[src/include/loader_defs.svh]
`ifndef LOADER_DEFS_SVH
`define LOADER_DEFS_SVH

//////////////////////////////////////////////////////////////////////
// Data widths.
//////////////////////////////////////////////////////////////////////

`define LOADER_BYTE_BITS     8   // One UART character.
`define LOADER_INSTR_BITS    32  // One instruction word.
`define LOADER_ADDR_BITS     8   // Program memory word address.

//////////////////////////////////////////////////////////////////////
// UART timing and host command codes.
//////////////////////////////////////////////////////////////////////

`define LOADER_CLKS_PER_BIT  16  // Clock cycles per bit.

`define CMD_SOFT_RESET       8'h00  // Hold the core in soft reset.
`define CMD_LOAD             8'h01  // Start loading, also the ack byte.
`define CMD_RUN              8'h03  // Continuous mode.
`define CMD_STEP_RUN         8'h07  // Step mode, bit 2 set.

`endif
[src/design/loader_pkg.sv]
`include "loader_defs.svh"

package loader_pkg;

  // One character on the serial line.
  typedef logic [`LOADER_BYTE_BITS-1:0] byte_t;

  // One instruction word, sent MSB first as four bytes.
  typedef logic [`LOADER_INSTR_BITS-1:0] instruction_t;

  // Program memory word address.
  typedef logic [`LOADER_ADDR_BITS-1:0] mem_addr_t;

  // Debug unit command FSM, one-hot.
  typedef enum logic [4:0] {
    DBG_IDLE       = 5'b00001,  // Waiting for soft-reset command.
    DBG_SOFT_RESET = 5'b00010,  // Core held in soft reset.
    DBG_SEND_ACK   = 5'b00100,  // Ack sent, waiting for load command.
    DBG_LOAD       = 5'b01000,  // Receiving program bytes.
    DBG_WAIT_START = 5'b10000   // Waiting for a start command.
  } debug_state_t;

endpackage

[src/design/uart_tx.sv]
`timescale 1ns/1ps
`include "loader_defs.svh"

module uart_tx
  import loader_pkg::*;
(
  input  logic  i_clock,
  input  logic  i_reset,
  input  logic  i_start,
  input  byte_t i_data,
  output logic  o_serial,
  output logic  o_busy
);

  localparam int CLKS_PER_BIT = `LOADER_CLKS_PER_BIT;
  localparam int CNT_BITS     = $clog2(CLKS_PER_BIT);
  localparam int IDX_BITS     = $clog2(`LOADER_BYTE_BITS);

  typedef enum logic [1:0] {
    TX_IDLE,
    TX_START,
    TX_DATA,
    TX_STOP
  } tx_state_t;

  tx_state_t           state;
  logic [CNT_BITS-1:0] clk_cnt;
  logic [IDX_BITS-1:0] bit_idx;
  logic                bit_end;
  logic                serial_q;
  byte_t               data_q;

  assign bit_end = (clk_cnt == CNT_BITS'(CLKS_PER_BIT - 1));

  always_ff @(posedge i_clock) begin
    if (!i_reset) begin
      state    <= TX_IDLE;
      clk_cnt  <= '0;
      bit_idx  <= '0;
      serial_q <= 1'b1;  // Line idles high.
    end else begin
      clk_cnt <= bit_end ? '0 : clk_cnt + 1'b1;
      case (state)
        TX_IDLE: begin
          clk_cnt  <= '0;
          bit_idx  <= '0;
          serial_q <= 1'b1;
          if (i_start) begin
            serial_q <= 1'b0;  // Start bit.
            state    <= TX_START;
          end
        end
        TX_START: begin
          if (bit_end) begin
            serial_q <= data_q[0];
            state    <= TX_DATA;
          end
        end
        TX_DATA: begin
          if (bit_end) begin
            bit_idx <= bit_idx + 1'b1;
            if (bit_idx == IDX_BITS'(`LOADER_BYTE_BITS - 1)) begin
              serial_q <= 1'b1;  // Stop bit.
              state    <= TX_STOP;
            end else begin
              serial_q <= data_q[bit_idx + 1'b1];
            end
          end
        end
        default: begin
          if (bit_end) begin
            state <= TX_IDLE;
          end
        end
      endcase
    end
  end

  // Byte is captured only when a frame begins.
  always_ff @(posedge i_clock) begin
    if (state == TX_IDLE && i_start) begin
      data_q <= i_data;
    end
  end

  assign o_serial = serial_q;
  assign o_busy   = (state != TX_IDLE);

endmodule

[config.mk]
export PLATFORM = sky130hd
export DESIGN_NAME = uart_tx
export DESIGN_NICKNAME = d
export VERILOG_FILES = /design/src/design/loader_pkg.sv /design/src/design/uart_tx.sv
export VERILOG_INCLUDE_DIRS = /design/src /design/src/include
export SDC_FILE = /design/constraint.sdc
export NUM_CORES = 1
export LEC_CHECK = 0
export ABC_AREA = 1
export BUFFER_PORTS_ARGS = -buffer_cell sky130_fd_sc_hd__buf_2
export CORE_MARGIN = 3
export CORE_UTILIZATION = 30
export CTS_CLUSTER_DIAMETER = 200
export CTS_CLUSTER_SIZE = 30
export DETAILED_ROUTE_END_ITERATION = 8
export GPL_ROUTABILITY_DRIVEN = 0
export SYNTH_ARGS = -nofsm -noshare
export SYNTH_HDL_FRONTEND = slang
export SYNTH_SLANG_ARGS = --single-unit
[constraint.sdc]
create_clock -name i_clock -period 3.73 [get_ports i_clock]
set_clock_uncertainty 0.2 [all_clocks]
set_input_delay 0.5595 -clock i_clock [delete_from_list [all_inputs] [get_ports i_clock]]
set_output_delay 0.5595 -clock i_clock [all_outputs]
set_load 0.1 [all_outputs]
==> impl_metrics.py <==
metrics = {
    "global_routing": {
        "grt_pass1_wl_um": 2566,
        "grt_remaining_overflow": 0,
        "grt_max_degree": 11,
        "track_usage_pct": 9.679,
        "grt_antenna_before_repair": 0,
        "grt_pass1_vias": 617,
    },
    "finish": {
        "antenna_cells_inserted": 0,
        "flow.area_growth_from_synthesis_pct": 15.76,
        "fill_cells": 271,
        "multi_input_comb_area_um2": 360.3,
        "layout.nets": 129,
        "mostFrequentLayoutCell": "nand2_1",
        "post_layout_nonfiller_instances": 140,
        "stdcell_area_um2": 983.4,
        "register_area_um2": 440.4,
        "drive_above_1_share_pct": 19.09,
        "commonest_non_fill_non_tap_cells_in_the_layout": "nand2_1, inv_1, buf_2, nor2_1, dfxtp_1",
    },
    "place": {
        "place_area_um2": 947.2,
        "placed_cells_incl_taps": 136,
        "place.port_buffers": 12,
        "detailed_place_hpwl_um": 1084,
    },
    "worst_setup_path": {
        "worstPathMaxFanout": 5,
        "critical_path_class": "reg2out",
        "required_time_of_the_worst_setup_path_ns": 2.97,
        "arrival_ns": 1.54,
        "r2r_cells": 7,
        "endpoint_kind": "output pin",
        "crit_path_launch_type": "flop",
    },
    "detailed_routing": {
        "drt-met1-wl_um": 676,
        "route.vias.total": 631,
        "dr.first_iter.drc_count": 8,
        "detailroute.wirelength.met2_um": 653,
        "drtAntennaViolNets": 0,
        "drt_pre_antenna_iters": 4,
        "wl_per_cell_um": 10.03,
        "top_signal_layer_used": "met4",
        "detail_route.vias_per_cell": 4.507,
        "route.detailed.drc": 0,
        "detailroute.wirelength.met3_um": 65,
        "postRouteWirelength_um": 1404,
    },
    "logic_synthesis": {
        "mappedNetlistNets": 112,
        "synthesis.yosys.warnings": 0,
        "synthTopCellsByArea": "edfxtp_1, dfxtp_1, ha_1, nand2_1, inv_1",
        "synth.top_cell.area_share_pct": 28.28,
        "cell_type_with_the_largest_total_area_after_synthesis": "edfxtp_1",
        "yosysUniqueCellTypes": 20,
        "synthesis.area_per_instance_um2": 9.038,
        "sequential_to_total_area_share_from_yosys_stat_pct": 51.84,
        "synthesis.instances": 94,
        "syn-cell-area_um2": 849.6,
        "ys_ff_latch": 18,
    },
    "hold_path": {
        "hold_depth": 1,
        "hold_path_class": "in2reg",
    },
    "run": {
        "cap_viol_max_count": 0,
    },
    "floorplanning": {
        "floorplan_die_width_um": 59.22,
        "die_h_um": 59.22,
        "floorplan.io_pins": 13,
        "floorplan.initialDensity_pct": 32.80,
        "die-area_um2": 3506,
        "placement_rows": 18,
        "core-area_um2": 2590,
    },
    "clocking": {
        "post_cts_buffers": 0,
        "postCtsHoldBufs": 0,
        "cts.htree.levels": 1,
        "cts_tree": "yes",
        "numCtsBuffers": 3,
        "clk-insertion-delay-late_ns": 0.29,
        "clock_tree.buffer_depth": 2,
        "clock_slew_at_reported_path_ffs_ns": 0.11,
        "cts-resized-gates": 0,
        "clock-sinks": 18,
        "clockRootBuffer": "clkbuf_4",
    },
    "sta": {
        "period_minus_slack_ns": 2.302,
        "final-setup-viol-count": 0,
        "worst_pin_slew_ns": 0.4839,
        "max-slew-margin-rel_pct": 67.96,
        "hold_viol_final": 0,
        "min_period_over_period_pct": 61.72,
        "totalNegativeSetupSlack_ns": 0,
        "fmax_ghz": 0.4344,
        "rsz0062_at_grt": "no",
        "maxSlewViolCount": 0,
    },
    "power": {
        "power.net_switching_uw": 248.3,
        "switching_part_of_the_total_power_pct": 39.84,
        "power.density_cell_area_nw_per_um2": 633.6,
        "p_leak_nw": 0.4396,
        "power.sequential.fraction_pct": 42.3,
        "clock_power_share_pct": 19.3,
        "internal_power_uw": 374.9,
        "ir_drop_uv": 362.7,
        "power.share.combinational_pct": 38.4,
    },
    "outcome": {
        "outcome": "finished clean",
    },
}
-- power groups by stage --
stage / sequential (mW) / combinational, mW / clock [mW]
4_1_cts: 0.264 / 0.243 / 0.124
3_3_place_gp: 0.267 / 0.239 / 0
3_5_place_dp: 0.269 / 0.242 / 0
2_1_floorplan: 0.297 / 0.169 / 0
6_report: 0.263 / 0.239 / 0.120
5_1_grt: 0.270 / 0.274 / 0.134
-- per-layer routing --
| metal | vias to the layer above | global-route usage [%] |
|---|---|---|
| met2 | 13 | 14.98 |
| met3 | 2 | 2.614 |
| met1 | 280 | 12.72 |
| li1 | 336 | - |
| met5 | - | 0 |
| met4 | 0 | 3.883 |
-- critical path: stages (launching register included) --
cell and delay (ns):
dfxtp_1 0.37, inv_1 0.09, ha_1 0.26, inv_1 0.10, buf_2 0.43
-- cell families (layout without fill, tap and decap cells) --
kind of cell / count (synthesis) / after routing / synth area share, %
flops: 18 / 18 / 51.84
fa+ha+maj: 7 / 7 / 10.31
compound gates: 9 / 9 / 6.334
xor+xnor: 2 / 2 / 2.062
simple gates: 45 / 45 / 23.71
buf+inv: 13 / 29 / 5.743
-- worst paths after layout --
| path | from | endpoint | slack [ns] |
|---|---|---|---|
| worst min-delay path | i_data[5] | data_q[5]$_DFFE_PP_ | 0.23 |
| worst max-delay path | state[0]$_SDFFE_PN0P_ | o_busy | 1.43 |
| worst max register to register | state[0]$_SDFFE_PN0P_ | bit_idx[2]$_SDFFE_PN0P_ | 2.10 |
| worst min register to register | clk_cnt[0]$_SDFF_PP0_ | clk_cnt[0]$_SDFF_PP0_ | 0.26 |
-- flip-flops by register name, summed over array words and instances (netlist names) --
signal,count
data_q,8
clk_cnt,4
o_serial,1
bit_idx,3
state,2
-- cells in the mapped netlist --
library cell  number
a21boi_0           1
o21a_1             1
nand2_1           22
a21oi_1            4
nor2_2             1
ha_1               7
dfxtp_1           10
inv_1             12
nand4_2            1
nand3b_1           1
nand3_2            1
o21ai_2            1
nand3_1            8
o21ai_0            2
nor3_1             1
edfxtp_1           8
xnor2_1            1
nor2_1            10
inv_2              1
xor2_1             1
-- through the flow --
stage	utilization [%]	hold slack [ns]	power [mW]	setup slack, ns
floorplan	-	0.2175	0.4657	1.703
global placement	36.57	0.2374	0.5063	1.791
detailed placement	36.57	0.2485	0.5104	1.752
CTS	37.97	0.2267	0.6317	1.410
global route	37.97	0.2169	0.6781	1.304
finish	37.97	0.2311	0.6232	1.428
-- area by class of cell --
| cell class | instances | area share (%) |
|---|---|---|
| Sequential cell | 18 | 44.78 |
| Inverter | 13 | 4.962 |
| Tap cell | 30 | 3.817 |
| Timing Repair Buffer | 12 | 6.107 |
| Multi-Input combinational cell | 63 | 36.64 |
| Clock buffer | 4 | 3.690 |
No activity file was read; power rests on OpenSTA's default activity.
