===== config.mk =====
export PLATFORM = sky130hd
export DESIGN_NAME = fetch_unit_flat
export DESIGN_NICKNAME = d
export VERILOG_FILES = /design/src/design/loader_pkg.sv /design/src/design/core_ctrl_if.sv /design/src/design/fetch_unit.sv /design/src/flat_wrapper.sv
export VERILOG_INCLUDE_DIRS = /design/src /design/src/include
export SDC_FILE = /design/constraint.sdc
export NUM_CORES = 1
export LEC_CHECK = 0
export BUFFER_PORTS_ARGS = -buffer_cell sky130_fd_sc_hd__buf_2
export CORE_UTILIZATION = 32
export DETAILED_ROUTE_END_ITERATION = 6
export PLACE_DENSITY = 0.69
export SYNTH_ARGS = -nofsm -noshare
export SYNTH_HDL_FRONTEND = slang
export SYNTH_SLANG_ARGS = --single-unit

===== constraint.sdc =====
create_clock -name i_clock -period 2 [get_ports i_clock]
set_input_delay 0.1 -clock i_clock [delete_from_list [all_inputs] [get_ports i_clock]]
set_output_delay 0.1 -clock i_clock [all_outputs]
set_load 0.005 [all_outputs]

===== src/include/loader_defs.svh =====
`ifndef LOADER_DEFS_SVH
`define LOADER_DEFS_SVH

//////////////////////////////////////////////////////////////////////
// Data widths.
//////////////////////////////////////////////////////////////////////

`define LOADER_BYTE_BITS     8   // One UART character.
`define LOADER_INSTR_BITS    32  // One instruction word.
`define LOADER_ADDR_BITS     8   // Program memory word address.

//////////////////////////////////////////////////////////////////////
// UART timing and host command codes.
//////////////////////////////////////////////////////////////////////

`define LOADER_CLKS_PER_BIT  16  // Clock cycles per bit.

`define CMD_SOFT_RESET       8'h00  // Hold the core in soft reset.
`define CMD_LOAD             8'h01  // Start loading, also the ack byte.
`define CMD_RUN              8'h03  // Continuous mode.
`define CMD_STEP_RUN         8'h07  // Step mode, bit 2 set.

`endif

===== src/design/loader_pkg.sv =====
`include "loader_defs.svh"

package loader_pkg;

  // One character on the serial line.
  typedef logic [`LOADER_BYTE_BITS-1:0] byte_t;

  // One instruction word, sent MSB first as four bytes.
  typedef logic [`LOADER_INSTR_BITS-1:0] instruction_t;

  // Program memory word address.
  typedef logic [`LOADER_ADDR_BITS-1:0] mem_addr_t;

  // Debug unit command FSM, one-hot.
  typedef enum logic [4:0] {
    DBG_IDLE       = 5'b00001,  // Waiting for soft-reset command.
    DBG_SOFT_RESET = 5'b00010,  // Core held in soft reset.
    DBG_SEND_ACK   = 5'b00100,  // Ack sent, waiting for load command.
    DBG_LOAD       = 5'b01000,  // Receiving program bytes.
    DBG_WAIT_START = 5'b10000   // Waiting for a start command.
  } debug_state_t;

endpackage


===== src/design/core_ctrl_if.sv =====
`timescale 1ns/1ps

interface core_ctrl_if;

  logic soft_reset_n;      // Active low.
  logic run;               // Start command seen.
  logic step_mode;         // One instruction per received byte.
  logic soft_reset_ack_n;  // Core has cleared its PC.

  modport debug (
    output soft_reset_n,
    output run,
    output step_mode,
    input  soft_reset_ack_n
  );

  modport core (
    input  soft_reset_n,
    input  run,
    input  step_mode,
    output soft_reset_ack_n
  );

endinterface


===== src/design/fetch_unit.sv =====
`timescale 1ns/1ps

module fetch_unit
  import loader_pkg::*;
(
  input  logic         i_clock,
  input  logic         i_reset,
  input  logic         i_step,
  core_ctrl_if.core    core,
  output mem_addr_t    o_rd_addr,
  input  instruction_t i_rd_data,
  output mem_addr_t    o_pc,
  output instruction_t o_instruction,
  output logic         o_running
);

  mem_addr_t pc_q;
  mem_addr_t pc_next;
  logic      valid_q;   // i_rd_data holds the word at pc_q.
  logic      halted_q;
  logic      ack_n_q;
  logic      at_halt;
  logic      advance;

  assign at_halt = valid_q && (i_rd_data == '0);

  // First fetch after a start is automatic in either mode.
  assign advance = core.run && !halted_q && !at_halt &&
                   (!valid_q || !core.step_mode || i_step);

  assign pc_next   = valid_q ? pc_q + 1'b1 : pc_q;
  assign o_rd_addr = advance ? pc_next : pc_q;  // Holding keeps data stable.

  always_ff @(posedge i_clock) begin
    if (!i_reset) begin
      pc_q     <= '0;
      valid_q  <= 1'b0;
      halted_q <= 1'b0;
      ack_n_q  <= 1'b1;
    end else if (!core.soft_reset_n) begin
      pc_q     <= '0;
      valid_q  <= 1'b0;
      halted_q <= 1'b0;
      ack_n_q  <= 1'b0;  // PC is clear from here on.
    end else begin
      ack_n_q <= 1'b1;
      if (advance) begin
        pc_q    <= pc_next;
        valid_q <= 1'b1;
      end
      if (core.run && at_halt) begin
        halted_q <= 1'b1;
      end
    end
  end

  assign core.soft_reset_ack_n = ack_n_q;
  assign o_pc                  = pc_q;
  assign o_instruction         = valid_q ? i_rd_data : '0;
  assign o_running             = core.run && valid_q && !halted_q && !at_halt;

endmodule


===== src/flat_wrapper.sv =====
// flat-port wrapper written by rule: the top's interface ports become plain ports
module fetch_unit_flat import loader_pkg::*;
  (i_clock, i_reset, i_step, o_rd_addr, i_rd_data, o_pc, o_instruction, o_running, core_soft_reset_n, core_run, core_step_mode, core_soft_reset_ack_n);
  core_ctrl_if core_i ();
  input  logic i_clock;
  input  logic i_reset;
  input  logic i_step;
  output mem_addr_t o_rd_addr;
  input  instruction_t i_rd_data;
  output mem_addr_t o_pc;
  output instruction_t o_instruction;
  output logic o_running;
  input wire logic [$bits(core_i.soft_reset_n)-1:0] core_soft_reset_n;
  input wire logic [$bits(core_i.run)-1:0] core_run;
  input wire logic [$bits(core_i.step_mode)-1:0] core_step_mode;
  output wire logic [$bits(core_i.soft_reset_ack_n)-1:0] core_soft_reset_ack_n;
  assign core_i.soft_reset_n = core_soft_reset_n;
  assign core_i.run = core_run;
  assign core_i.step_mode = core_step_mode;
  assign core_soft_reset_ack_n = core_i.soft_reset_ack_n;
  fetch_unit u_core (.i_clock(i_clock), .i_reset(i_reset), .i_step(i_step), .core(core_i), .o_rd_addr(o_rd_addr), .i_rd_data(i_rd_data), .o_pc(o_pc), .o_instruction(o_instruction), .o_running(o_running));
endmodule

==> results.py <==
metrics = {
    "clock_tree": {
        "cts_made_buffers": 3,
        "hold_buffers": 0,
        "htreeDepth": 1,
        "path_clk_slew_ns": 0.06,
        "cts_root_buffer": "clkbuf_4",
        "clock_sinks": 11,
        "cts_buffer_depth": 2,
        "cts_tree": "yes",
        "clk_latency_ns": 0.27,
    },
    "synthesis": {
        "postSynthAreaPerCell_um2": 7.656,
        "synth.top_cell.area_share_pct": 24.38,
        "yosysMostFrequentCell": "and2_1",
        "ys_async_sr_fraction_pct": 0,
        "synth_fp_nets": 157,
        "ys_ff_latch": 11,
        "synth_largest_area_cell": "dfxtp_1",
        "synth.distinct_cells": 32,
        "ys_top_cells_by_count": "and2_1 (32), dfxtp_1 (11), nand2_1 (10)",
        "ys_top_cells_by_area": "dfxtp_1 (24%), and2_1 (22%), nor4_1 (4.8%), nand2_1 (4.2%), a21oi_1 (3.3%)",
        "yosysSeqAreaShare_pct": 24.38,
        "syn_inst": 118,
        "synth-edff-count": 0,
        "synth_flop_cell": "dfxtp_1",
        "synth_area_um2": 903.4,
        "ys_warn_count": 0,
    },
    "die": {
        "core-area_um2": 2567,
        "dieArea_um2": 3039,
        "rows": 18,
        "start_util_pct": 35.19,
        "die_w_um": 55.13,
        "die_height_um": 55.13,
        "io_pins": 88,
    },
    "cells_and_area": {
        "final_core_util_pct": 56.43,
        "drive_gt1_share_pct": 51.17,
        "diodes": 0,
        "fin_nets": 253,
        "syn2layout_area_growth_pct": 60.39,
    },
    "timing": {
        "setup_viol": 0,
        "fmax_mhz": 508.4,
        "skew_ns": 0.004718,
        "worst-slew-pin-transition_ns": 0.3421,
        "min_period_over_period_pct": 98.35,
        "hold_viol": 0,
        "max-slew-margin-rel_pct": 76.99,
        "rsz0062_at_grt": "yes",
        "holdWs_ns": 0.02457,
        "period_needed_ns": 1.967,
        "slew_viol_final": 0,
    },
    "power": {
        "power.density_nw_per_um2": 347.2,
        "leakage_nw": 0.8198,
        "peakVddDrop_uv": 305.6,
    },
    "setup_path": {
        "start_kind": "flop",
        "worstPathMaxFanout": 3,
        "criticalPathCategory": "reg -> out",
        "required_ns": 1.90,
        "critical_path_arrival_ns": 1.87,
        "cp-end-kind": "primary output",
    },
    "grt": {
        "track_usage_pct": 17.53,
        "gr-usage-met2_pct": 28.31,
        "grt_pass1_wl_um": 3788,
        "antenna_found_initial": 0,
        "grt_util_met1_pct": 22.26,
        "grt-ovfl-total": 0,
        "grt_max_degree": 33,
        "met3_usage_pct": 5.464,
        "top_usage_layer": "met2",
        "first_global_vias": 899,
    },
    "run_status": {
        "status": "finished, final reports clean",
    },
    "run": {
        "maxCapViolCount": 0,
    },
    "routing": {
        "first_pass_iters": 4,
        "route.detailed.drc": 0,
        "dr_total_vias": 1181,
        "drt-initial-drc-count": 9,
        "routedWlPerCell_um": 12.00,
        "ant_nets": 0,
        "drt_wl_total_um": 2915,
        "routed_via_density": 4.860,
    },
    "hold_path": {
        "hold_path_class": "in -> reg",
    },
    "placement": {
        "globalplace.congestion": 0.7485,
        "portBuffers": 87,
        "dp_hpwl_um": 2445,
    },
}
[sequential cells by signal, indices dropped and copies added, names as in the netlist]
name                          count
u_core.core.soft_reset_ack_n      1
u_core.halted_q                   1
u_core.o_pc                       8
u_core.valid_q                    1
[power by group]
group	total (mW)	switching [mW]	internal [mW]	leakage (nW)
clock network	0.152	0.0748	0.0773	0.0150
registers	0.223	0.00152	0.221	0.0905
logic	0.128	0.0615	0.0664	0.714
[timing repair]
item | 4_1_cts | 5_1_grt
endpoints found under the setup margin | 9 | 4
buffers inserted | 2 | 3
hold endpoints to repair | 0 | 0
pin swaps | 2 | 3
resized for setup | 0 | 4
[metrics by stage]
| step | TNS, ns | worst slack (ns) | cells | cell area, um2 | power [mW] |
|---|---|---|---|---|---|
| finish | 0 | 0.03299 | 243 | 1449 | 0.5031 |
| global route | -0.01760 | -0.01760 | 243 | 1449 | 0.5411 |
| CTS | 0 | 0.04065 | 240 | 1418 | 0.5076 |
| detailed placement | 0 | 0.1404 | 234 | 1376 | 0.3495 |
| global placement | 0 | 0.1586 | 234 | 1376 | 0.3468 |
| floorplan | 0 | 0.4436 | 118 | 903.4 | 0.2761 |
[cells in the final DEF (no fill, tap or decap), types with 4 or more instances in the layout]
cell and count:
a21oi_1 6, and2_1 32, buf_2 87, buf_4 8, dfxtp_1 8, nand2_1 10, nand3_1 4, nor2_1 4
nor4_1 7, o21ai_1 5, or3_1 4
[layer usage]
metal | vias up | part of all wire, %
li1 | 608 | -
met2 | 28 | 53
met5 | - | 0
met1 | 541 | 42
met3 | 4 | 4.2
met4 | 0 | 0.82
[worst max-delay path: stages, from the launching register on]
cell     delay [ns]
dfxtp_2        0.35
nor4b_4        0.20
nand4_2        0.18
o31a_1         0.38
and3_4         0.17
xor2_1         0.18
buf_2          0.14
[cell type report]
type                            instances  area, um2
Multi-Input combinational cell         99      650.6
Fill cell                             259       1119
Tap cell                               30      37.54
Inverter                                4      15.01
Clock buffer                            4      26.28
Sequential cell                        11      224.0
Timing Repair Buffer                   95      495.5
[worst paths after layout]
check,from,endpoint,slack (ns),cells after the start
max reg2reg,u_core.valid_q$_SDFFE_PN0P_,u_core.o_pc[2]$_SDFF_PN0_,0.37,7
max,u_core.valid_q$_SDFFE_PN0P_,o_rd_addr[2],0.03,6
min reg2reg,u_core.halted_q$_SDFFE_PN0P_,u_core.halted_q$_SDFFE_PN0P_,0.50,1
min,i_reset,u_core.core.soft_reset_ack_n$_SDFF_PN1_,0.02,2
[logic make-up (layout without fill, tap and decap cells)]
logic type | Yosys count | after routing | share of synthesized area (%)
and+or+nand+nor | 75 | 75 | 51.11
AOI/OAI and AO/OA | 18 | 18 | 13.85
DFF | 11 | 11 | 24.38
buffers and inverters | 8 | 103 | 4.154
xor gates and xnor gates | 3 | 3 | 2.909
muxes | 2 | 2 | 2.216
adders and majority gates | 1 | 1 | 1.385
No activity file was read; power rests on OpenSTA's default activity.
