[config.mk]
export PLATFORM = sky130hd
export DESIGN_NAME = uart_rx
export DESIGN_NICKNAME = d
export VERILOG_FILES = /design/src/design/loader_pkg.sv /design/src/design/uart_rx.sv
export VERILOG_INCLUDE_DIRS = /design/src /design/src/include
export SDC_FILE = /design/constraint.sdc
export NUM_CORES = 1
export LEC_CHECK = 0
export BUFFER_PORTS_ARGS = -buffer_cell sky130_fd_sc_hd__clkbuf_2
export CELL_PAD_IN_SITES_DETAIL_PLACEMENT = 1
export CELL_PAD_IN_SITES_GLOBAL_PLACEMENT = 2
export CORE_MARGIN = 3
export CORE_UTILIZATION = 34
export DETAILED_ROUTE_END_ITERATION = 6
export PLACE_DENSITY_LB_ADDON = 0.1
export REMOVE_ABC_BUFFERS = 1
export SLEW_MARGIN = 30
export SYNTH_ARGS = -nofsm -noshare
export SYNTH_HDL_FRONTEND = slang
export SYNTH_SLANG_ARGS = --single-unit
[constraint.sdc]
create_clock -name i_clock -period 2.2 [get_ports i_clock]
set_input_delay 0.22 -clock i_clock [delete_from_list [all_inputs] [get_ports i_clock]]
set_output_delay 0.22 -clock i_clock [all_outputs]
set_load 0.005 [all_outputs]
[src/include/loader_defs.svh]
`ifndef LOADER_DEFS_SVH
`define LOADER_DEFS_SVH

//////////////////////////////////////////////////////////////////////
// Data widths.
//////////////////////////////////////////////////////////////////////

`define LOADER_BYTE_BITS     8   // One UART character.
`define LOADER_INSTR_BITS    32  // One instruction word.
`define LOADER_ADDR_BITS     8   // Program memory word address.

//////////////////////////////////////////////////////////////////////
// UART timing and host command codes.
//////////////////////////////////////////////////////////////////////

`define LOADER_CLKS_PER_BIT  16  // Clock cycles per bit.

`define CMD_SOFT_RESET       8'h00  // Hold the core in soft reset.
`define CMD_LOAD             8'h01  // Start loading, also the ack byte.
`define CMD_RUN              8'h03  // Continuous mode.
`define CMD_STEP_RUN         8'h07  // Step mode, bit 2 set.

`endif
[src/design/loader_pkg.sv]
`include "loader_defs.svh"

package loader_pkg;

  // One character on the serial line.
  typedef logic [`LOADER_BYTE_BITS-1:0] byte_t;

  // One instruction word, sent MSB first as four bytes.
  typedef logic [`LOADER_INSTR_BITS-1:0] instruction_t;

  // Program memory word address.
  typedef logic [`LOADER_ADDR_BITS-1:0] mem_addr_t;

  // Debug unit command FSM, one-hot.
  typedef enum logic [4:0] {
    DBG_IDLE       = 5'b00001,  // Waiting for soft-reset command.
    DBG_SOFT_RESET = 5'b00010,  // Core held in soft reset.
    DBG_SEND_ACK   = 5'b00100,  // Ack sent, waiting for load command.
    DBG_LOAD       = 5'b01000,  // Receiving program bytes.
    DBG_WAIT_START = 5'b10000   // Waiting for a start command.
  } debug_state_t;

endpackage

[src/design/uart_rx.sv]
`timescale 1ns/1ps
`include "loader_defs.svh"

module uart_rx
  import loader_pkg::*;
(
  input  logic  i_clock,
  input  logic  i_reset,
  input  logic  i_serial,
  output byte_t o_data,
  output logic  o_valid
);

  localparam int CLKS_PER_BIT = `LOADER_CLKS_PER_BIT;
  localparam int CNT_BITS     = $clog2(CLKS_PER_BIT);
  localparam int IDX_BITS     = $clog2(`LOADER_BYTE_BITS);

  typedef enum logic [1:0] {
    RX_IDLE,
    RX_START,
    RX_DATA,
    RX_STOP
  } rx_state_t;

  rx_state_t           state;
  logic [CNT_BITS-1:0] clk_cnt;
  logic [IDX_BITS-1:0] bit_idx;
  logic                bit_end;
  logic                valid_q;
  byte_t               shift_q;

  // Later bits are sampled one full period after the start bit middle.
  assign bit_end = (clk_cnt == CNT_BITS'(CLKS_PER_BIT - 1));

  always_ff @(posedge i_clock) begin
    if (!i_reset) begin
      state   <= RX_IDLE;
      clk_cnt <= '0;
      bit_idx <= '0;
      valid_q <= 1'b0;
    end else begin
      valid_q <= 1'b0;  // Strobe by default.
      case (state)
        RX_IDLE: begin
          clk_cnt <= '0;
          bit_idx <= '0;
          if (!i_serial) begin
            state <= RX_START;  // Falling edge of start bit.
          end
        end
        RX_START: begin
          if (clk_cnt == CNT_BITS'(CLKS_PER_BIT / 2 - 1)) begin
            clk_cnt <= '0;
            state   <= i_serial ? RX_IDLE : RX_DATA;  // Drop glitches.
          end else begin
            clk_cnt <= clk_cnt + 1'b1;
          end
        end
        RX_DATA: begin
          if (bit_end) begin
            clk_cnt <= '0;
            bit_idx <= bit_idx + 1'b1;
            if (bit_idx == IDX_BITS'(`LOADER_BYTE_BITS - 1)) begin
              state <= RX_STOP;
            end
          end else begin
            clk_cnt <= clk_cnt + 1'b1;
          end
        end
        default: begin
          if (bit_end) begin
            clk_cnt <= '0;
            valid_q <= i_serial;  // Good stop bit only.
            state   <= RX_IDLE;
          end else begin
            clk_cnt <= clk_cnt + 1'b1;
          end
        end
      endcase
    end
  end

  // LSB arrives first, so shift in from the top.
  always_ff @(posedge i_clock) begin
    if (state == RX_DATA && bit_end) begin
      shift_q <= {i_serial, shift_q[`LOADER_BYTE_BITS-1:1]};
    end
  end

  assign o_data  = shift_q;
  assign o_valid = valid_q;

endmodule

==> impl_metrics.ini, run 1 <==
[synth]
synthDistinctLibCells = 23
synth_area_um2 = 752
ys_seq_elements = 18
ys_seq_area_frac = 0.586
syn_inst = 65
yosysWarnings = 0
synth_area_per_cell_um2 = 11.6

[outcome]
status = completed

[floorplanning]
fp-row-count = 16
die_y_um = 53.0
core_um2 = 2020
die_w_um = 53.0
io-pin-count = 12
die_area_um2 = 2810
initial_core_util = 0.372

[power_and_ir_drop]
power.share.clock = 0.290
totalPowerFinal_mw = 0.559
pwr-share-comb = 0.077
power.internal_mw = 0.434
irDropWorstVdd_mv = 0.469
power_switching_mw = 0.125
power_frac_seq = 0.633
switching_share = 0.223
leakagePower_nw = 0.334
power.density_nw_per_um2 = 639

[route]
firstDrtPassIters = 5
met1Wirelength_um = 579
routed-wl-met2_um = 645
wire_per_inst_um = 12.3
totalWireLength_um = 1330
drtIter0Drc = 10
met3WireLength_um = 86
vias = 529
detail_route.vias_per_cell = 4.90
drc = 0
dr.max_layer_used = met4
ant_nets = 0

[sta]
finalHoldViolations = 0
finalCritPeriodShare = 0.697
max_slew_margin = 0.781
rsz0062_at_grt = false
maxSlewViolCount = 0
finalCriticalPeriod_ns = 1.53
max_freq_mhz = 652
worst_pin_slew_ns = 0.325
fin_skew_ns = 0.00112
setup_viol = 0
fin_tns_setup_ns = 0

[place]
dp_hpwl_um = 1020
placed_area_um2 = 848
portBuffers = 11
gp_congestion = 0.742

[setup_path]
cpMaxStageDelayCell = dfxtp_1
setup.worst_path.class = register to register
endpoint_kind = register
required_ns = 2.39
path_cells = ha_1 > nand3_1 > o21ai_0 > o21ai_1 > o311a_1
path_max_fanout = 5
start_kind = register
slowest_delay_ns = 0.37
cp.arrival_ns = 1.72

[clock_tree]
clk_pin_slew_ns = 0.10
clk_root_buffer_cell = clkbuf_4
htreeDepth = 1
clk_latency_ns = 0.29
cts.sinks = 18
ctsResizeCount = 0
cts_tree = done
cts_inserted_buffers = 3
post_cts_buffers = 0
cts_hold_buffers = 0
cts_buffer_depth = 2

[final_layout]
final_cell_area_um2 = 875
mostFrequentLayoutCells = clkbuf_2, dfxtp_1, edfxtp_1
ff_latch_area_um2 = 440
multi_input_area_um2 = 289
nets = 91
area_growth_pct = 16.3
drive_gt1_frac = 0.210
insertedDiodeCount = 0
nFillCells = 246
layout_commonest_cell = clkbuf_2

[global_routing]
grt_pass1_vias = 505
grt.total_usage = 0.118
grt_pass1_wl_um = 2300
antenna_found_initial = 0
gr-total-overflow = 0
grt_max_degree = 12

[min_path]
hold_class = input pin to register

[job]
drv_cap = 0
-- sequential cells by signal (all words and copies together), names as in the netlist --
name and cells:
bit_idx 3, o_valid 1, clk_cnt 4, state 2, o_data 8
-- cells in the mapped netlist, drive strengths merged --
master | number | area (µm²)
nand2 | 3 | 11.3
o21ai | 4 | 20.0
nor2b | 3 | 18.8
nand3 | 3 | 15.0
nor2 | 7 | 26.3
a22o | 1 | 10.0
nor4 | 1 | 6.26
nand3b | 1 | 7.51
a21oi | 1 | 5.00
ha | 6 | 75.1
o311a | 1 | 10.0
nor3 | 1 | 5.00
o41ai | 1 | 8.76
mux2i | 1 | 10.0
a22oi | 2 | 15.0
mux2 | 1 | 11.3
a211oi | 1 | 7.51
edfxtp | 8 | 240
dfxtp | 10 | 200
xor2 | 1 | 8.76
inv | 6 | 22.5
xnor2 | 2 | 17.5
-- per-stage QoR --
stage / util / hold WS [ns] / setup slack [ns] / cells
floorplan: - / 0.319 / 0.653 / 65
global placement: 0.420 / 0.432 / 0.687 / 104
detailed placement: 0.420 / 0.438 / 0.682 / 104
CTS: 0.433 / 0.149 / 0.676 / 108
global route: 0.433 / 0.134 / 0.492 / 108
finish: 0.433 / 0.160 / 0.667 / 108
-- metal layers --
metal,up-vias,GRT usage
met5,-,0
met4,0,0.0511
met3,2,0.0592
met2,14,0.190
met1,250,0.129
li1,263,-
-- final timing paths --
kind,from,to,slack (ns),cells past startpoint
min reg2reg,clk_cnt[0],clk_cnt[0],0.46,1
max,clk_cnt[0],state[1],0.67,5
min,i_serial,o_data[7],0.16,1
max reg2reg,clk_cnt[0],state[1],0.67,5
-- worst max-delay path, delay by kind of cell, from the launching register on --
family / cells / cell delay, ns
AO/OA/AOI/OAI: 3 / 0.63
flip-flops: 1 / 0.37
adder cells (fa/ha/maj): 1 / 0.25
AND/OR/NAND/NOR: 1 / 0.19
-- power by group through the flow --
| stage | clock network, mW | registers [mW] | logic (mW) |
|---|---|---|---|
| after floorplan | 0 | 0.361 | 0.0308 |
| after global placement | 0 | 0.362 | 0.0421 |
| after detailed placement | 0 | 0.362 | 0.0427 |
| after CTS | 0.175 | 0.354 | 0.0429 |
| after global routing | 0.193 | 0.355 | 0.0486 |
| final | 0.162 | 0.354 | 0.0430 |
-- logic make-up (layout without fill, tap and decap cells) --
family                   after synthesis  in the layout  synth area share
AO/OA/AOI/OAI                         11             11             0.101
adder cells (fa/ha/maj)                6              6            0.0998
buffers and inverters                  6             22            0.0299
AND/OR/NAND/NOR                       19             19             0.120
flip-flops                            18             18             0.586
XOR/XNOR                               3              3            0.0349
multiplexers                           2              2            0.0283
-- area by class of cell --
class / count / area share
Clock inverter: 1 / 0.00429
Sequential cell: 18 / 0.504
Clock buffer: 3 / 0.0258
Timing Repair Buffer: 12 / 0.0715
Inverter: 6 / 0.0258
Tap cell: 27 / 0.0386
Multi-Input combinational cell: 41 / 0.330
(Power assumes the default switching activity.)
==> inputs of run 2 (changes only) <==
--- a/config.mk
+++ b/config.mk
@@ -6,6 +6,7 @@
 export SDC_FILE = /design/constraint.sdc
 export NUM_CORES = 1
 export LEC_CHECK = 0
+export ABC_AREA = 1
 export BUFFER_PORTS_ARGS = -buffer_cell sky130_fd_sc_hd__clkbuf_2
 export CELL_PAD_IN_SITES_DETAIL_PLACEMENT = 1
 export CELL_PAD_IN_SITES_GLOBAL_PLACEMENT = 2
==> constraint.sdc (replaced) <==
create_clock -name i_clock -period 1.5 [get_ports i_clock]
set_input_delay 0.15 -clock i_clock [delete_from_list [all_inputs] [get_ports i_clock]]
set_output_delay 0.15 -clock i_clock [all_outputs]
set_load 0.005 [all_outputs]
==> impl_metrics.ini, run 2 <==
[outcome]
status = completed

[sta]
rsz0062_at_grt = false
maxSlewViolCount = 0
finalCriticalPeriod_ns = 1.41
finalHoldViolations = 0
max_slew_margin = 0.799
setup_viol = 0
worst_slack_ns = 0.0905
fin_tns_setup_ns = 0
fin_skew_ns = 0.00406
worst_pin_slew_ns = 0.299
holdWs_ns = 0.0960
finalCritPeriodShare = 0.940
max_freq_mhz = 709

[floorplanning]
fp-row-count = 16
initial_core_util = 0.380
die_y_um = 54.2
io-pin-count = 12
core_um2 = 2080
die_w_um = 54.2
die_area_um2 = 2940

[setup_path]
r2r-start = state[0]
rr_worst_depth = 4
cp.arrival_ns = 1.38
path_max_fanout = 5
setup.worst_path.class = register to register
required_ns = 1.48
endpoint_kind = register
r2r_end = o_data[7]
r2r_setup_slack_ns = 0.09
start_kind = register

[clock_tree]
cts.sinks = 18
cts_buffer_depth = 2
cts_inserted_buffers = 3
post_cts_buffers = 0
cts_tree = done
clk_pin_slew_ns = 0.10
cts_hold_buffers = 0
clk_root_buffer_cell = clkbuf_4
clk_latency_ns = 0.29
htreeDepth = 1

[route]
wire_per_inst_um = 12.3
drtIter0Drc = 9
drc = 0
vias = 561
firstDrtPassIters = 4
detail_route.vias_per_cell = 4.68
totalWireLength_um = 1470
ant_nets = 0

[place]
place_ws_ns = 0.0601
dp.cells = 115
dp_hpwl_um = 1230
portBuffers = 11
gp_congestion = 0.698

[synth]
ys_seq_elements = 18
synth_edf_count = 8
async_reset_ff_frac = 0
synthMostInstantiatedCell = nand2_1
synth_ff_type = dfxtp_1
synthTopCellsByCount = nand2_1, dfxtp_1, inv_1
synth_area_per_cell_um2 = 10.3
yosysWarnings = 0
ys_seq_area_frac = 0.557
synth_area_leaders = edfxtp_1, dfxtp_1, ha_1
synth_area_um2 = 791
syn_inst = 77
synth_top_cell_by_area = edfxtp_1
synth_top_area_share = 0.304
synthDistinctLibCells = 20

[final_layout]
ff_latch_area_um2 = 440
drive_gt1_frac = 0.237
area_growth_pct = 15.3
stdcell_count = 120
largest_register_ffs = 8
multi_input_area_um2 = 319
final_util = 0.438
nets = 103
insertedDiodeCount = 0
mostFrequentLayoutCells = nand2_1, clkbuf_2, dfxtp_1
layout_commonest_cell = nand2_1
nFillCells = 262

[power_and_ir_drop]
power.internal_mw = 0.768
power.density_nw_per_um2 = 1290
pwr-share-comb = 0.310
switching_share = 0.347
leakagePower_nw = 0.361
power_switching_mw = 0.409
power_frac_seq = 0.485
irDropWorstVdd_mv = 0.609
power.share.clock = 0.206

[global_routing]
grt_pass1_vias = 577
grt.total_usage = 0.120
grt_pass1_wl_um = 2490
gr-total-overflow = 0
antenna_found_initial = 0
grt_max_degree = 12

[min_path]
hold_class = input pin to register
hp-start = i_serial
hold_end = o_data[7]
hold_depth = 1

[job]
drv_cap = 0
==> run 2: cells by family after synthesis <==
family | Yosys count | synth area share
adder cells (fa/ha/maj) | 6 | 0.0949
buffers and inverters | 10 | 0.0475
XOR/XNOR | 1 | 0.0111
flip-flops | 18 | 0.557
AO/OA/AOI/OAI | 9 | 0.0759
AND/OR/NAND/NOR | 33 | 0.214
==> run 2: timing repair <==
item	in CTS	in global routing
resized for setup	0	0
endpoints found under the setup margin	0	10
hold endpoints to repair	0	0
==> run 2: cell type report <==
type / count / area share
sequential: 18 / 0.483
inverter: 10 / 0.0412
clock buffer: 4 / 0.0288
multi-input combinational: 50 / 0.350
timing repair buffer: 11 / 0.0604
tap: 27 / 0.0370
==> run 2: how the worst max path moves through the flow <==
stage          slack [ns]     start  cells past startpoint         end
6_report             0.09  state[0]                      4   o_data[7]
5_1_grt              0.02  state[0]                      8    state[1]
4_1_cts              0.06  state[0]                      6  bit_idx[1]
3_5_place_dp         0.06  state[0]                      4   o_data[6]
3_3_place_gp         0.11  state[0]                      4   o_data[7]
2_1_floorplan        0.22  state[0]                      4   o_data[0]
==> run 2: critical path, cell delays in order, from the launching register on <==
cell     delay (ns)
dfxtp_1        0.35
inv_1          0.08
ha_1           0.29
inv_1          0.13
nor2_2         0.25
==> run 2: power groups by stage <==
stage | sequential [mW] | combinational, mW | clock (mW)
after floorplan | 0.576 | 0.289 | 0
after global placement | 0.580 | 0.371 | 0
after detailed placement | 0.583 | 0.368 | 0
after CTS | 0.572 | 0.370 | 0.253
after global routing | 0.577 | 0.421 | 0.279
final | 0.571 | 0.364 | 0.242
==> run 2: metal layers <==
| layer | up-vias | share of wire | track usage |
|---|---|---|---|
| met2 | 10 | 0.47 | 0.195 |
| met5 | - | 0 | 0 |
| met4 | 0 | 0.0061 | 0.0373 |
| met1 | 262 | 0.48 | 0.143 |
| li1 | 287 | - | - |
| met3 | 2 | 0.042 | 0.0490 |
==> run 2: metrics by stage <==
stage	cell area (µm²)	total power, mW
floorplan	791	0.865
global placement	880	0.951
detailed placement	880	0.951
CTS	906	1.19
global route	912	1.28
finish	912	1.18
