===== config.mk =====
export PLATFORM = sky130hd
export DESIGN_NAME = debug_unit_flat
export DESIGN_NICKNAME = d
export VERILOG_FILES = /design/src/design/loader_pkg.sv /design/src/design/core_ctrl_if.sv /design/src/design/debug_unit.sv /design/src/flat_wrapper.sv
export VERILOG_INCLUDE_DIRS = /design/src /design/src/include
export SDC_FILE = /design/constraint.sdc
export NUM_CORES = 1
export LEC_CHECK = 0
export BUFFER_PORTS_ARGS = -buffer_cell sky130_fd_sc_hd__buf_2
export CORE_MARGIN = 2
export CORE_UTILIZATION = 48
export CTS_BUF_LIST = sky130_fd_sc_hd__clkbuf_16
export CTS_CLUSTER_DIAMETER = 60
export DETAILED_ROUTE_END_ITERATION = 8
export PLACE_DENSITY_LB_ADDON = 0.15
export RECOVER_POWER = 25
export REMOVE_ABC_BUFFERS = 1
export SYNTH_ARGS = -nofsm -noshare
export SYNTH_HDL_FRONTEND = slang
export SYNTH_SLANG_ARGS = --single-unit

===== constraint.sdc =====
create_clock -name i_clock -period 4.5 [get_ports i_clock]
set_clock_uncertainty 0.2 [all_clocks]
set_input_delay 0 -clock i_clock [delete_from_list [all_inputs] [get_ports i_clock]]
set_output_delay 0 -clock i_clock [all_outputs]
set_load 0.01 [all_outputs]

===== src/include/loader_defs.svh =====
`ifndef LOADER_DEFS_SVH
`define LOADER_DEFS_SVH

//////////////////////////////////////////////////////////////////////
// Data widths.
//////////////////////////////////////////////////////////////////////

`define LOADER_BYTE_BITS     8   // One UART character.
`define LOADER_INSTR_BITS    32  // One instruction word.
`define LOADER_ADDR_BITS     8   // Program memory word address.

//////////////////////////////////////////////////////////////////////
// UART timing and host command codes.
//////////////////////////////////////////////////////////////////////

`define LOADER_CLKS_PER_BIT  16  // Clock cycles per bit.

`define CMD_SOFT_RESET       8'h00  // Hold the core in soft reset.
`define CMD_LOAD             8'h01  // Start loading, also the ack byte.
`define CMD_RUN              8'h03  // Continuous mode.
`define CMD_STEP_RUN         8'h07  // Step mode, bit 2 set.

`endif

===== src/design/loader_pkg.sv =====
`include "loader_defs.svh"

package loader_pkg;

  // One character on the serial line.
  typedef logic [`LOADER_BYTE_BITS-1:0] byte_t;

  // One instruction word, sent MSB first as four bytes.
  typedef logic [`LOADER_INSTR_BITS-1:0] instruction_t;

  // Program memory word address.
  typedef logic [`LOADER_ADDR_BITS-1:0] mem_addr_t;

  // Debug unit command FSM, one-hot.
  typedef enum logic [4:0] {
    DBG_IDLE       = 5'b00001,  // Waiting for soft-reset command.
    DBG_SOFT_RESET = 5'b00010,  // Core held in soft reset.
    DBG_SEND_ACK   = 5'b00100,  // Ack sent, waiting for load command.
    DBG_LOAD       = 5'b01000,  // Receiving program bytes.
    DBG_WAIT_START = 5'b10000   // Waiting for a start command.
  } debug_state_t;

endpackage


===== src/design/core_ctrl_if.sv =====
`timescale 1ns/1ps

interface core_ctrl_if;

  logic soft_reset_n;      // Active low.
  logic run;               // Start command seen.
  logic step_mode;         // One instruction per received byte.
  logic soft_reset_ack_n;  // Core has cleared its PC.

  modport debug (
    output soft_reset_n,
    output run,
    output step_mode,
    input  soft_reset_ack_n
  );

  modport core (
    input  soft_reset_n,
    input  run,
    input  step_mode,
    output soft_reset_ack_n
  );

endinterface


===== src/design/debug_unit.sv =====
`timescale 1ns/1ps
`include "loader_defs.svh"

module debug_unit
  import loader_pkg::*;
(
  input  logic          i_clock,
  input  logic          i_reset,
  input  byte_t         i_rx_data,
  input  logic          i_rx_valid,
  output logic          o_tx_start,
  output byte_t         o_tx_data,
  output logic          o_wr_en,
  output mem_addr_t     o_wr_addr,
  output instruction_t  o_wr_data,
  core_ctrl_if.debug    core,
  output logic          o_led
);

  debug_state_t state;
  debug_state_t state_next;
  instruction_t instr_q;     // Word being assembled.
  logic [1:0]   byte_cnt_q;  // Bytes received in current word.
  mem_addr_t    addr_q;      // Next write address.
  logic         wr_en_q;
  logic         run_q;
  logic         step_q;
  logic         ack_seen;

  assign ack_seen = (state == DBG_SOFT_RESET) && !core.soft_reset_ack_n;

  //////////////////////////////////////////////////////////////////////
  // Next state.
  //////////////////////////////////////////////////////////////////////

  always_comb begin
    state_next = state;
    case (state)
      DBG_IDLE: begin
        if (i_rx_valid && i_rx_data == `CMD_SOFT_RESET) begin
          state_next = DBG_SOFT_RESET;
        end
      end
      DBG_SOFT_RESET: begin
        if (ack_seen) begin
          state_next = DBG_SEND_ACK;
        end
      end
      DBG_SEND_ACK: begin
        if (i_rx_valid && i_rx_data == `CMD_LOAD) begin
          state_next = DBG_LOAD;
        end
      end
      DBG_LOAD: begin
        if (wr_en_q && instr_q == '0) begin
          state_next = DBG_WAIT_START;  // Halt word is being written.
        end
      end
      DBG_WAIT_START: begin
        if (i_rx_valid &&
            (i_rx_data == `CMD_RUN || i_rx_data == `CMD_STEP_RUN)) begin
          state_next = DBG_IDLE;
        end
      end
      default: begin
        state_next = DBG_IDLE;
      end
    endcase
  end

  //////////////////////////////////////////////////////////////////////
  // State, word assembly and run control.
  //////////////////////////////////////////////////////////////////////

  always_ff @(posedge i_clock) begin
    if (!i_reset) begin
      state      <= DBG_IDLE;
      byte_cnt_q <= '0;
      addr_q     <= '0;
      wr_en_q    <= 1'b0;
      run_q      <= 1'b0;
      step_q     <= 1'b0;
    end else begin
      state   <= state_next;
      wr_en_q <= 1'b0;
      if (state == DBG_LOAD) begin
        if (i_rx_valid) begin
          byte_cnt_q <= byte_cnt_q + 1'b1;
          if (byte_cnt_q == 2'd3) begin
            wr_en_q <= 1'b1;  // Write on the next cycle.
          end
        end
        if (wr_en_q) begin
          addr_q <= addr_q + 1'b1;
        end
      end else begin
        byte_cnt_q <= '0;  // Each load starts at word 0.
        addr_q     <= '0;
      end
      if (state == DBG_IDLE && state_next == DBG_SOFT_RESET) begin
        run_q <= 1'b0;
      end
      if (state == DBG_WAIT_START && state_next == DBG_IDLE) begin
        run_q  <= 1'b1;
        step_q <= i_rx_data[2];  // Bit 2 selects step mode.
      end
    end
  end

  // Bytes arrive MSB first.
  always_ff @(posedge i_clock) begin
    if (state == DBG_LOAD && i_rx_valid) begin
      instr_q <= {instr_q[`LOADER_INSTR_BITS-`LOADER_BYTE_BITS-1:0], i_rx_data};
    end
  end

  //////////////////////////////////////////////////////////////////////
  // Outputs.
  //////////////////////////////////////////////////////////////////////

  assign o_tx_start        = ack_seen;  // Pulse on entry to DBG_SEND_ACK.
  assign o_tx_data         = `CMD_LOAD;
  assign o_wr_en           = wr_en_q;
  assign o_wr_addr         = addr_q;
  assign o_wr_data         = instr_q;
  assign core.soft_reset_n = (state != DBG_SOFT_RESET);
  assign core.run          = run_q;
  assign core.step_mode    = step_q;
  assign o_led             = (state == DBG_IDLE);

endmodule


===== src/flat_wrapper.sv =====
// flat-port wrapper written by rule: the top's interface ports become plain ports
module debug_unit_flat import loader_pkg::*;
  (i_clock, i_reset, i_rx_data, i_rx_valid, o_tx_start, o_tx_data, o_wr_en, o_wr_addr, o_wr_data, o_led, core_soft_reset_n, core_run, core_step_mode, core_soft_reset_ack_n);
  core_ctrl_if core_i ();
  input  logic i_clock;
  input  logic i_reset;
  input  byte_t i_rx_data;
  input  logic i_rx_valid;
  output logic o_tx_start;
  output byte_t o_tx_data;
  output logic o_wr_en;
  output mem_addr_t o_wr_addr;
  output instruction_t o_wr_data;
  output logic o_led;
  output wire logic [$bits(core_i.soft_reset_n)-1:0] core_soft_reset_n;
  output wire logic [$bits(core_i.run)-1:0] core_run;
  output wire logic [$bits(core_i.step_mode)-1:0] core_step_mode;
  input wire logic [$bits(core_i.soft_reset_ack_n)-1:0] core_soft_reset_ack_n;
  assign core_soft_reset_n = core_i.soft_reset_n;
  assign core_run = core_i.run;
  assign core_step_mode = core_i.step_mode;
  assign core_i.soft_reset_ack_n = core_soft_reset_ack_n;
  debug_unit u_core (.i_clock(i_clock), .i_reset(i_reset), .i_rx_data(i_rx_data), .i_rx_valid(i_rx_valid), .o_tx_start(o_tx_start), .o_tx_data(o_tx_data), .o_wr_en(o_wr_en), .o_wr_addr(o_wr_addr), .o_wr_data(o_wr_data), .core(core_i), .o_led(o_led));
endmodule

==> metrics.md, run 1 <==
| Metric | Value |
|---|---|
| Worst Path Max Fanout | `3` |
| Share of cells above drive strength 1 | `26.75%` |
| Min cycle time layout | `2.316 ns` |
| Clk Latency, worst-skew pair | `0.28 ns` |
| Wire per inst | `14.77 microns` |
| Crit end category | `flop` |
| Final GP Congestion | `0.8468` |
| RSZ-0062 raised after global routing | `no` |
| PostCTS Resize Cnt | `0` |
| DRC violations left | `0` |
| Slowest CP cell | `or4b_4` |
| Final max-slew violation count | `0` |
| Pint | `0.0007595 W` |
| Yosys reg bits | `50` |
| Max-slew headroom | `65.25%` |
| Initial antenna violation count | `0` |
| Final setup viols | `0` |
| Worst EP required | `4.53 ns` |
| Most used cell, CP | `dlygate4sd3_1` |
| Synthesized area per cell | `12.92 sq um` |
| CTS Buffer Depth | `2` |
| Largest stage delay, worst path | `0.58 ns` |
| Die Area | `4648 sq um` |
| Pleak | `0.9863 nW` |
| Root buf cell | `clkbuf_16` |
| Synth Cell Area | `1977 sq um` |
| Peak supply drop | `263.5 uV` |
| # IOs | `66` |
| Via count | `1,456` |
| Num rows | `23` |
| Detailed Route WL | `4106 microns` |
| I/O Buffers | `57` |
| Die W | `68.18 microns` |
| Vias in the first global route | `1,332` |
| TNS Setup | `0 ns` |
| CTS sink cnt | `50` |
| Diodes inserted | `0` |
| Clock buffer count from CTS | `5` |
| WS Path Type | `primary input to flop` |
| Combinational share of power | `3.8%` |
| Yosys warnings | `0` |
| HP Class | `flop to flop` |
| Sequential power share | `52.3%` |
| Sw Share | `18.33%` |
| Core area | `3971 sq um` |
| Largest net degree at the start of global routing | `33` |
| First-pass GRT wire length | `6085 microns` |
| Fin crit share | `51.46%` |
| DR pass1 iterations | `4` |
| Critical Path Start Type | `primary input` |
| TritonCTS clock tree | `done` |
| Worst Max-Slew Pin Slew | `0.5168 ns` |
| Post-DP HPWL | `2889 microns` |
| Number of hold violations in the final report | `0` |
| Final WS setup | `2.184 ns` |
| Die Y-Extent | `68.18 microns` |
| Post-Syn Instances | `153` |
| Setup WS pre-CTS | `2.315 ns` |
| Initial DRC count | `101` |
| Starting Density | `49.78%` |
| Synthesis-to-layout area growth | `29.68%` |
| Max H-tree Level | `2` |
| Detail Route Antenna Nets | `0` |
| Register area share after synthesis | `66.84%` |
| Max Cap Viol | `0` |
| Clock transition at the registers of the reported paths | `0.06 ns` |
| Critical-path cell list | `dlygate4sd3_1, clkbuf_1, or4b_4, nor3_2, nand3_1, a21boi_1, dlygate4sd3_1` |
| Total track usage | `18.76%` |
| Switch Pwr | `0.0001704 W` |
| Number of vias per cell | `5.237` |
| Critical path arrival | `2.34 ns` |
| Yosys cell types | `38` |
| Nets | `241` |
| Result of the run | `completed` |
| Clock Power Share | `43.9%` |
| Fmax | `0.4319 GHz` |
| Gr ovfl total | `0` |
| Cell Pwr Density | `362.7 nW/um^2` |
-- cell type report --
type	count	area [sq um]
fill	313	1408
tap	50	62.56
multi-input combinational	97	603.1
sequential	50	1321
clock buffer	5	125.1
clock inverter	3	37.54
timing repair buffer	70	402.9
inverter	3	11.26
-- power by group through the flow --
stage / sequential (W) / combinational, W / clock [W]
floorplan: 0.000496 / 0.0000163 / 0
global placement: 0.000496 / 0.0000278 / 0
detailed placement: 0.000496 / 0.0000285 / 0
CTS: 0.000486 / 0.0000360 / 0.000414
global route: 0.000486 / 0.0000389 / 0.000431
finish: 0.000486 / 0.0000355 / 0.000408
-- sequential cells by signal, indices dropped and copies added, names as in the netlist --
name,flops
u_core.byte_cnt_q,2
u_core.o_wr_data,32
u_core.o_wr_en,1
u_core.o_wr_addr,8
u_core.state,5
u_core.core.run,1
u_core.core.step_mode,1
-- worst paths after layout --
check	slack (ns)	startpoint	cells past startpoint	endpoint
max	2.18	i_rx_data[7]	7	u_core.state[1]
min	0.28	u_core.o_wr_data[16]	0	u_core.o_wr_data[24]
max reg2reg	2.27	u_core.state[1]	5	u_core.state[0]
min reg2reg	0.28	u_core.o_wr_data[16]	0	u_core.o_wr_data[24]
-- critical path: cells and delay by family --
| kind | cells | cell delay (ns) |
|---|---|---|
| compound gates | 1 | 0.17 |
| buf+inv | 3 | 1.22 |
| simple gates | 3 | 0.95 |
-- cell usage in the layout (no fill, tap or decap), types with 2 or more instances in the layout --
master	count
dfxtp_1	18
nor4_1	6
clkbuf_16	5
clkbuf_1	8
xor2_1	4
a21boi_1	3
nand2_1	10
nand4_1	3
edfxtp_1	32
xnor2_1	4
ha_1	2
nor3_1	4
dlygate4sd3_1	12
nor2_1	19
a21oi_1	2
mux2i_1	3
conb_1	8
inv_1	5
nor2b_1	5
buf_2	49
nand3_1	5
-- per-stage QoR --
step	util (%)	instances	total power (W)	hold slack [ns]	instance area (sq um)
4_1_cts	64.81	278	0.0009361	0.2487	2574
6_report	64.56	278	0.0009299	0.2775	2564
5_1_grt	64.56	278	0.0009557	0.2889	2564
3_3_place_gp	57.69	258	0.0005236	-0.0005820	2291
3_5_place_dp	57.69	258	0.0005247	0.003434	2291
2_1_floorplan	-	150	0.0005120	-0.1454	1936
-- synth_stat cells (all sizes together) --
| cell | instances | share of area (%) |
|---|---|---|
| nor3b | 2 | 1.0 |
| or4 | 1 | 0.38 |
| ha | 2 | 1.3 |
| o21a | 1 | 0.38 |
| nand3 | 5 | 1.3 |
| o22ai | 1 | 0.32 |
| nand2b | 1 | 0.32 |
| o311a | 1 | 0.51 |
| nor3 | 5 | 1.5 |
| inv | 3 | 0.57 |
| nor4b | 1 | 0.44 |
| o21bai | 1 | 0.38 |
| edfxtp | 32 | 49 |
| nand2 | 10 | 1.9 |
| xnor2 | 4 | 1.8 |
| and2 | 1 | 0.32 |
| nor2b | 5 | 1.6 |
| or4b | 1 | 0.70 |
| or3 | 1 | 0.32 |
| buf | 8 | 3.0 |
| a21boi | 3 | 1.1 |
| or3b | 1 | 0.44 |
| mux2i | 3 | 1.5 |
| o32a | 1 | 0.51 |
| conb | 2 | 0.38 |
| xor2 | 4 | 1.8 |
| o31ai | 1 | 0.38 |
| nor4 | 7 | 3.0 |
| o21ai | 1 | 0.25 |
| a2111o | 1 | 0.57 |
| nor2 | 19 | 3.6 |
| nand4 | 3 | 0.95 |
| dfxtp | 18 | 18 |
| a21oi | 2 | 0.51 |
| clkbuf | 1 | 0.19 |
-- cells by family after synthesis --
kind of cell / synth area share, %
buffers and inverters: 3.797
adder cells (fa/ha/maj): 1.266
other: 0.3799
multiplexers: 1.519
XOR/XNOR: 3.544
AND/OR/NAND/NOR: 17.72
flip-flops: 66.84
AO/OA/AOI/OAI: 4.937
-- per-layer routing --
layer  up-vias  routed length [microns]  global-route usage (%)
li1        688                        -                       -
met1       678                     1528                   19.91
met2        81                     2178                   33.50
met3         9                      316                   5.757
met4         0                       82                   9.250
met5         -                        0                       0
-- repair_timing --
action | 4_1_cts | 5_1_grt
setup buffers | 0 | 0
hold endpoints to repair | 18 | 0
hold buffers | 12 | 0
Power figures use the tool's default switching activity.
==> inputs of run 2 (changes only) <==
==> constraint.sdc (replaced) <==
create_clock -name i_clock -period 2.4 [get_ports i_clock]
set_clock_uncertainty 0.2 [all_clocks]
set_input_delay 0 -clock i_clock [delete_from_list [all_inputs] [get_ports i_clock]]
set_output_delay 0 -clock i_clock [all_outputs]
set_load 0.01 [all_outputs]
==> run 2 against run 1 <==
First-iteration DRC count shrank 19%. Via count is 1.4% lower. Non-clock buffer count did not move. Sequential power grew 88%. Wire length is 1.5% higher. Total power is 75% higher. Final cell count did not move. Combinational power increased by 90%. Core utilization shrank 0.32 points. Critical path depth did not move. Global-route usage grew 1.1 points.
==> metrics.md, run 2 (synthesized netlist as in run 1, its figures left out) <==
| Metric | Value |
|---|---|
| Largest stage delay, worst path | `0.58 ns` |
| Combinational share of power | `4.2%` |
| Multi-input gate area | `603.1 sq um` |
| Via count | `1,435` |
| Fin Hold WS | `0.2614 ns` |
| Commonest cells after routing, fill and taps aside | `buf_2, edfxtp_1, nor2_1` |
| Max reg flops | `32` |
| Final max-slew violation count | `0` |
| CTS sink cnt | `50` |
| Final GP Congestion | `0.8654` |
| Detail Route Antenna Nets | `0` |
| Initial antenna violation count | `0` |
| Crit end category | `flop` |
| First-pass GRT wire length | `6492 microns` |
| Non-filler instance count after layout | `278` |
| Fin crit share | `95.80%` |
| Sw Share | `19.23%` |
| Fmax | `0.4349 GHz` |
| Largest net degree at the start of global routing | `33` |
| Share of cells above drive strength 1 | `26.75%` |
| TritonCTS clock tree | `done` |
| Slowest CP cell | `or4b_4` |
| DR pass1 iterations | `4` |
| Gr ovfl total | `0` |
| Initial DRC count | `82` |
| Die Area | `4648 sq um` |
| Final WS setup | `0.1008 ns` |
| Die W | `68.18 microns` |
| Pleak | `0.9829 nW` |
| Final setup viols | `0` |
| Sequential power share | `56.0%` |
| Peak supply drop | `373.5 uV` |
| Critical Path Start Type | `primary input` |
| CTS Buffer Depth | `2` |
| RSZ-0062 raised after global routing | `no` |
| Min cycle time layout | `2.299 ns` |
| Cells after DPL | `258` |
| Cell Pwr Density | `638.3 nW/um^2` |
| Clock buffer count from CTS | `5` |
| Critical-path cell list | `dlygate4sd3_1, clkbuf_1, or4b_4, nor3_2, nand3_1, a21boi_1, dlygate4sd3_1` |
| # IOs | `66` |
| Result of the run | `completed` |
| Final core occ | `64.24%` |
| Diodes inserted | `0` |
| Fillers | `322` |
| Worst EP required | `2.43 ns` |
| Pint | `0.001315 W` |
| Core area | `3971 sq um` |
| DRC violations left | `0` |
| Nets | `241` |
| Critical path arrival | `2.33 ns` |
| WS Path Type | `primary input to flop` |
| Critical path's top delay family | `buffers and inverters` |
| Max H-tree Level | `2` |
| Clock Power Share | `39.9%` |
| Most used cell, CP | `dlygate4sd3_1` |
| Number of hold violations in the final report | `0` |
| Die Y-Extent | `68.18 microns` |
| Sequential standard cell area | `1321 sq um` |
| Design Power | `0.001628 W` |
| Starting Density | `49.78%` |
| Detailed Route WL | `4169 microns` |
| Vias in the first global route | `1,351` |
| Post-CTS setup repair buffer count | `0` |
| Worst path bufs/invs | `3` |
| Max Cap Viol | `0` |
| Wire per inst | `15.00 microns` |
| Setup WS pre-CTS | `0.2671 ns` |
| Clock transition at the registers of the reported paths | `0.06 ns` |
| Switch Pwr | `0.0003131 W` |
| Num rows | `23` |
| Post-DP HPWL | `3049 microns` |
| Commonest non-fill, non-tap cell in the layout | `buf_2` |
| Worst Path Max Fanout | `3` |
| Total track usage | `19.83%` |
| Clk Latency, worst-skew pair | `0.28 ns` |
| Synthesis-to-layout area growth | `29.05%` |
| I/O Buffers | `57` |
| Number of vias per cell | `5.162` |
| HP Class | `flop to flop` |
| Root buf cell | `clkbuf_16` |
[run 2: cell count changes in the layout (fill, tap and decap cells not counted), sizes merged]
cell,delta
inv,+1
bufinv,-1
clkbuf,-1
buf,+1
[run 2: tightest hold or removal path, cell delays in order, from the launching register on]
cell	delay, ns
dfxtp_1	0.31
nand2_1	0.05
a21boi_1	0.05
[run 2: through the flow]
stage,instance area (sq um),TNS [ns]
3_5_place_dp,2303,0
5_1_grt,2551,0
3_3_place_gp,2303,0
6_report,2551,0
4_1_cts,2560,0
2_1_floorplan,1936,-0.9498
[run 2: final timing paths]
path	from	end	cells past startpoint	slack, ns
min	u_core.core.run	u_core.core.run	2	0.26
max reg2reg	u_core.state[0]	u_core.state[0]	5	0.22
max	i_rx_data[7]	u_core.state[1]	7	0.10
min reg2reg	u_core.core.run	u_core.core.run	2	0.26
[run 2: metal layers]
| metal | track usage (%) | share of wire (%) | up-vias |
|---|---|---|---|
| met3 | 4.934 | 5.9 | 10 |
| li1 | - | - | 688 |
| met4 | 10.50 | 2.3 | 0 |
| met5 | 0 | 0 | - |
| met2 | 34.34 | 53 | 61 |
| met1 | 22.44 | 39 | 676 |
[run 2: repair_timing]
action / 4_1_cts / 5_1_grt
endpoints found under the hold margin: 18 / 0
gates resized for setup: 0 / 0
hold buffers: 12 / 0
[run 2: final cells by class]
| class | count | area share (%) |
|---|---|---|
| flip-flops and latches | 50 | 51.79 |
| well taps | 50 | 2.452 |
| repair buffers | 70 | 16.33 |
| clock inverters | 3 | 0.4414 |
| clock buffers | 5 | 4.904 |
| inverters | 3 | 0.4414 |
| multi-input cells | 97 | 23.64 |
[run 2: power by group through the flow]
stage | logic (W) | registers (W) | clock network, W
2_1_floorplan | 0.0000305 | 0.000929 | 0
3_5_place_dp | 0.0000540 | 0.000930 | 0
4_1_cts | 0.0000682 | 0.000911 | 0.000667
6_report | 0.0000676 | 0.000912 | 0.000649
5_1_grt | 0.0000740 | 0.000912 | 0.000698
3_3_place_gp | 0.0000518 | 0.000930 | 0
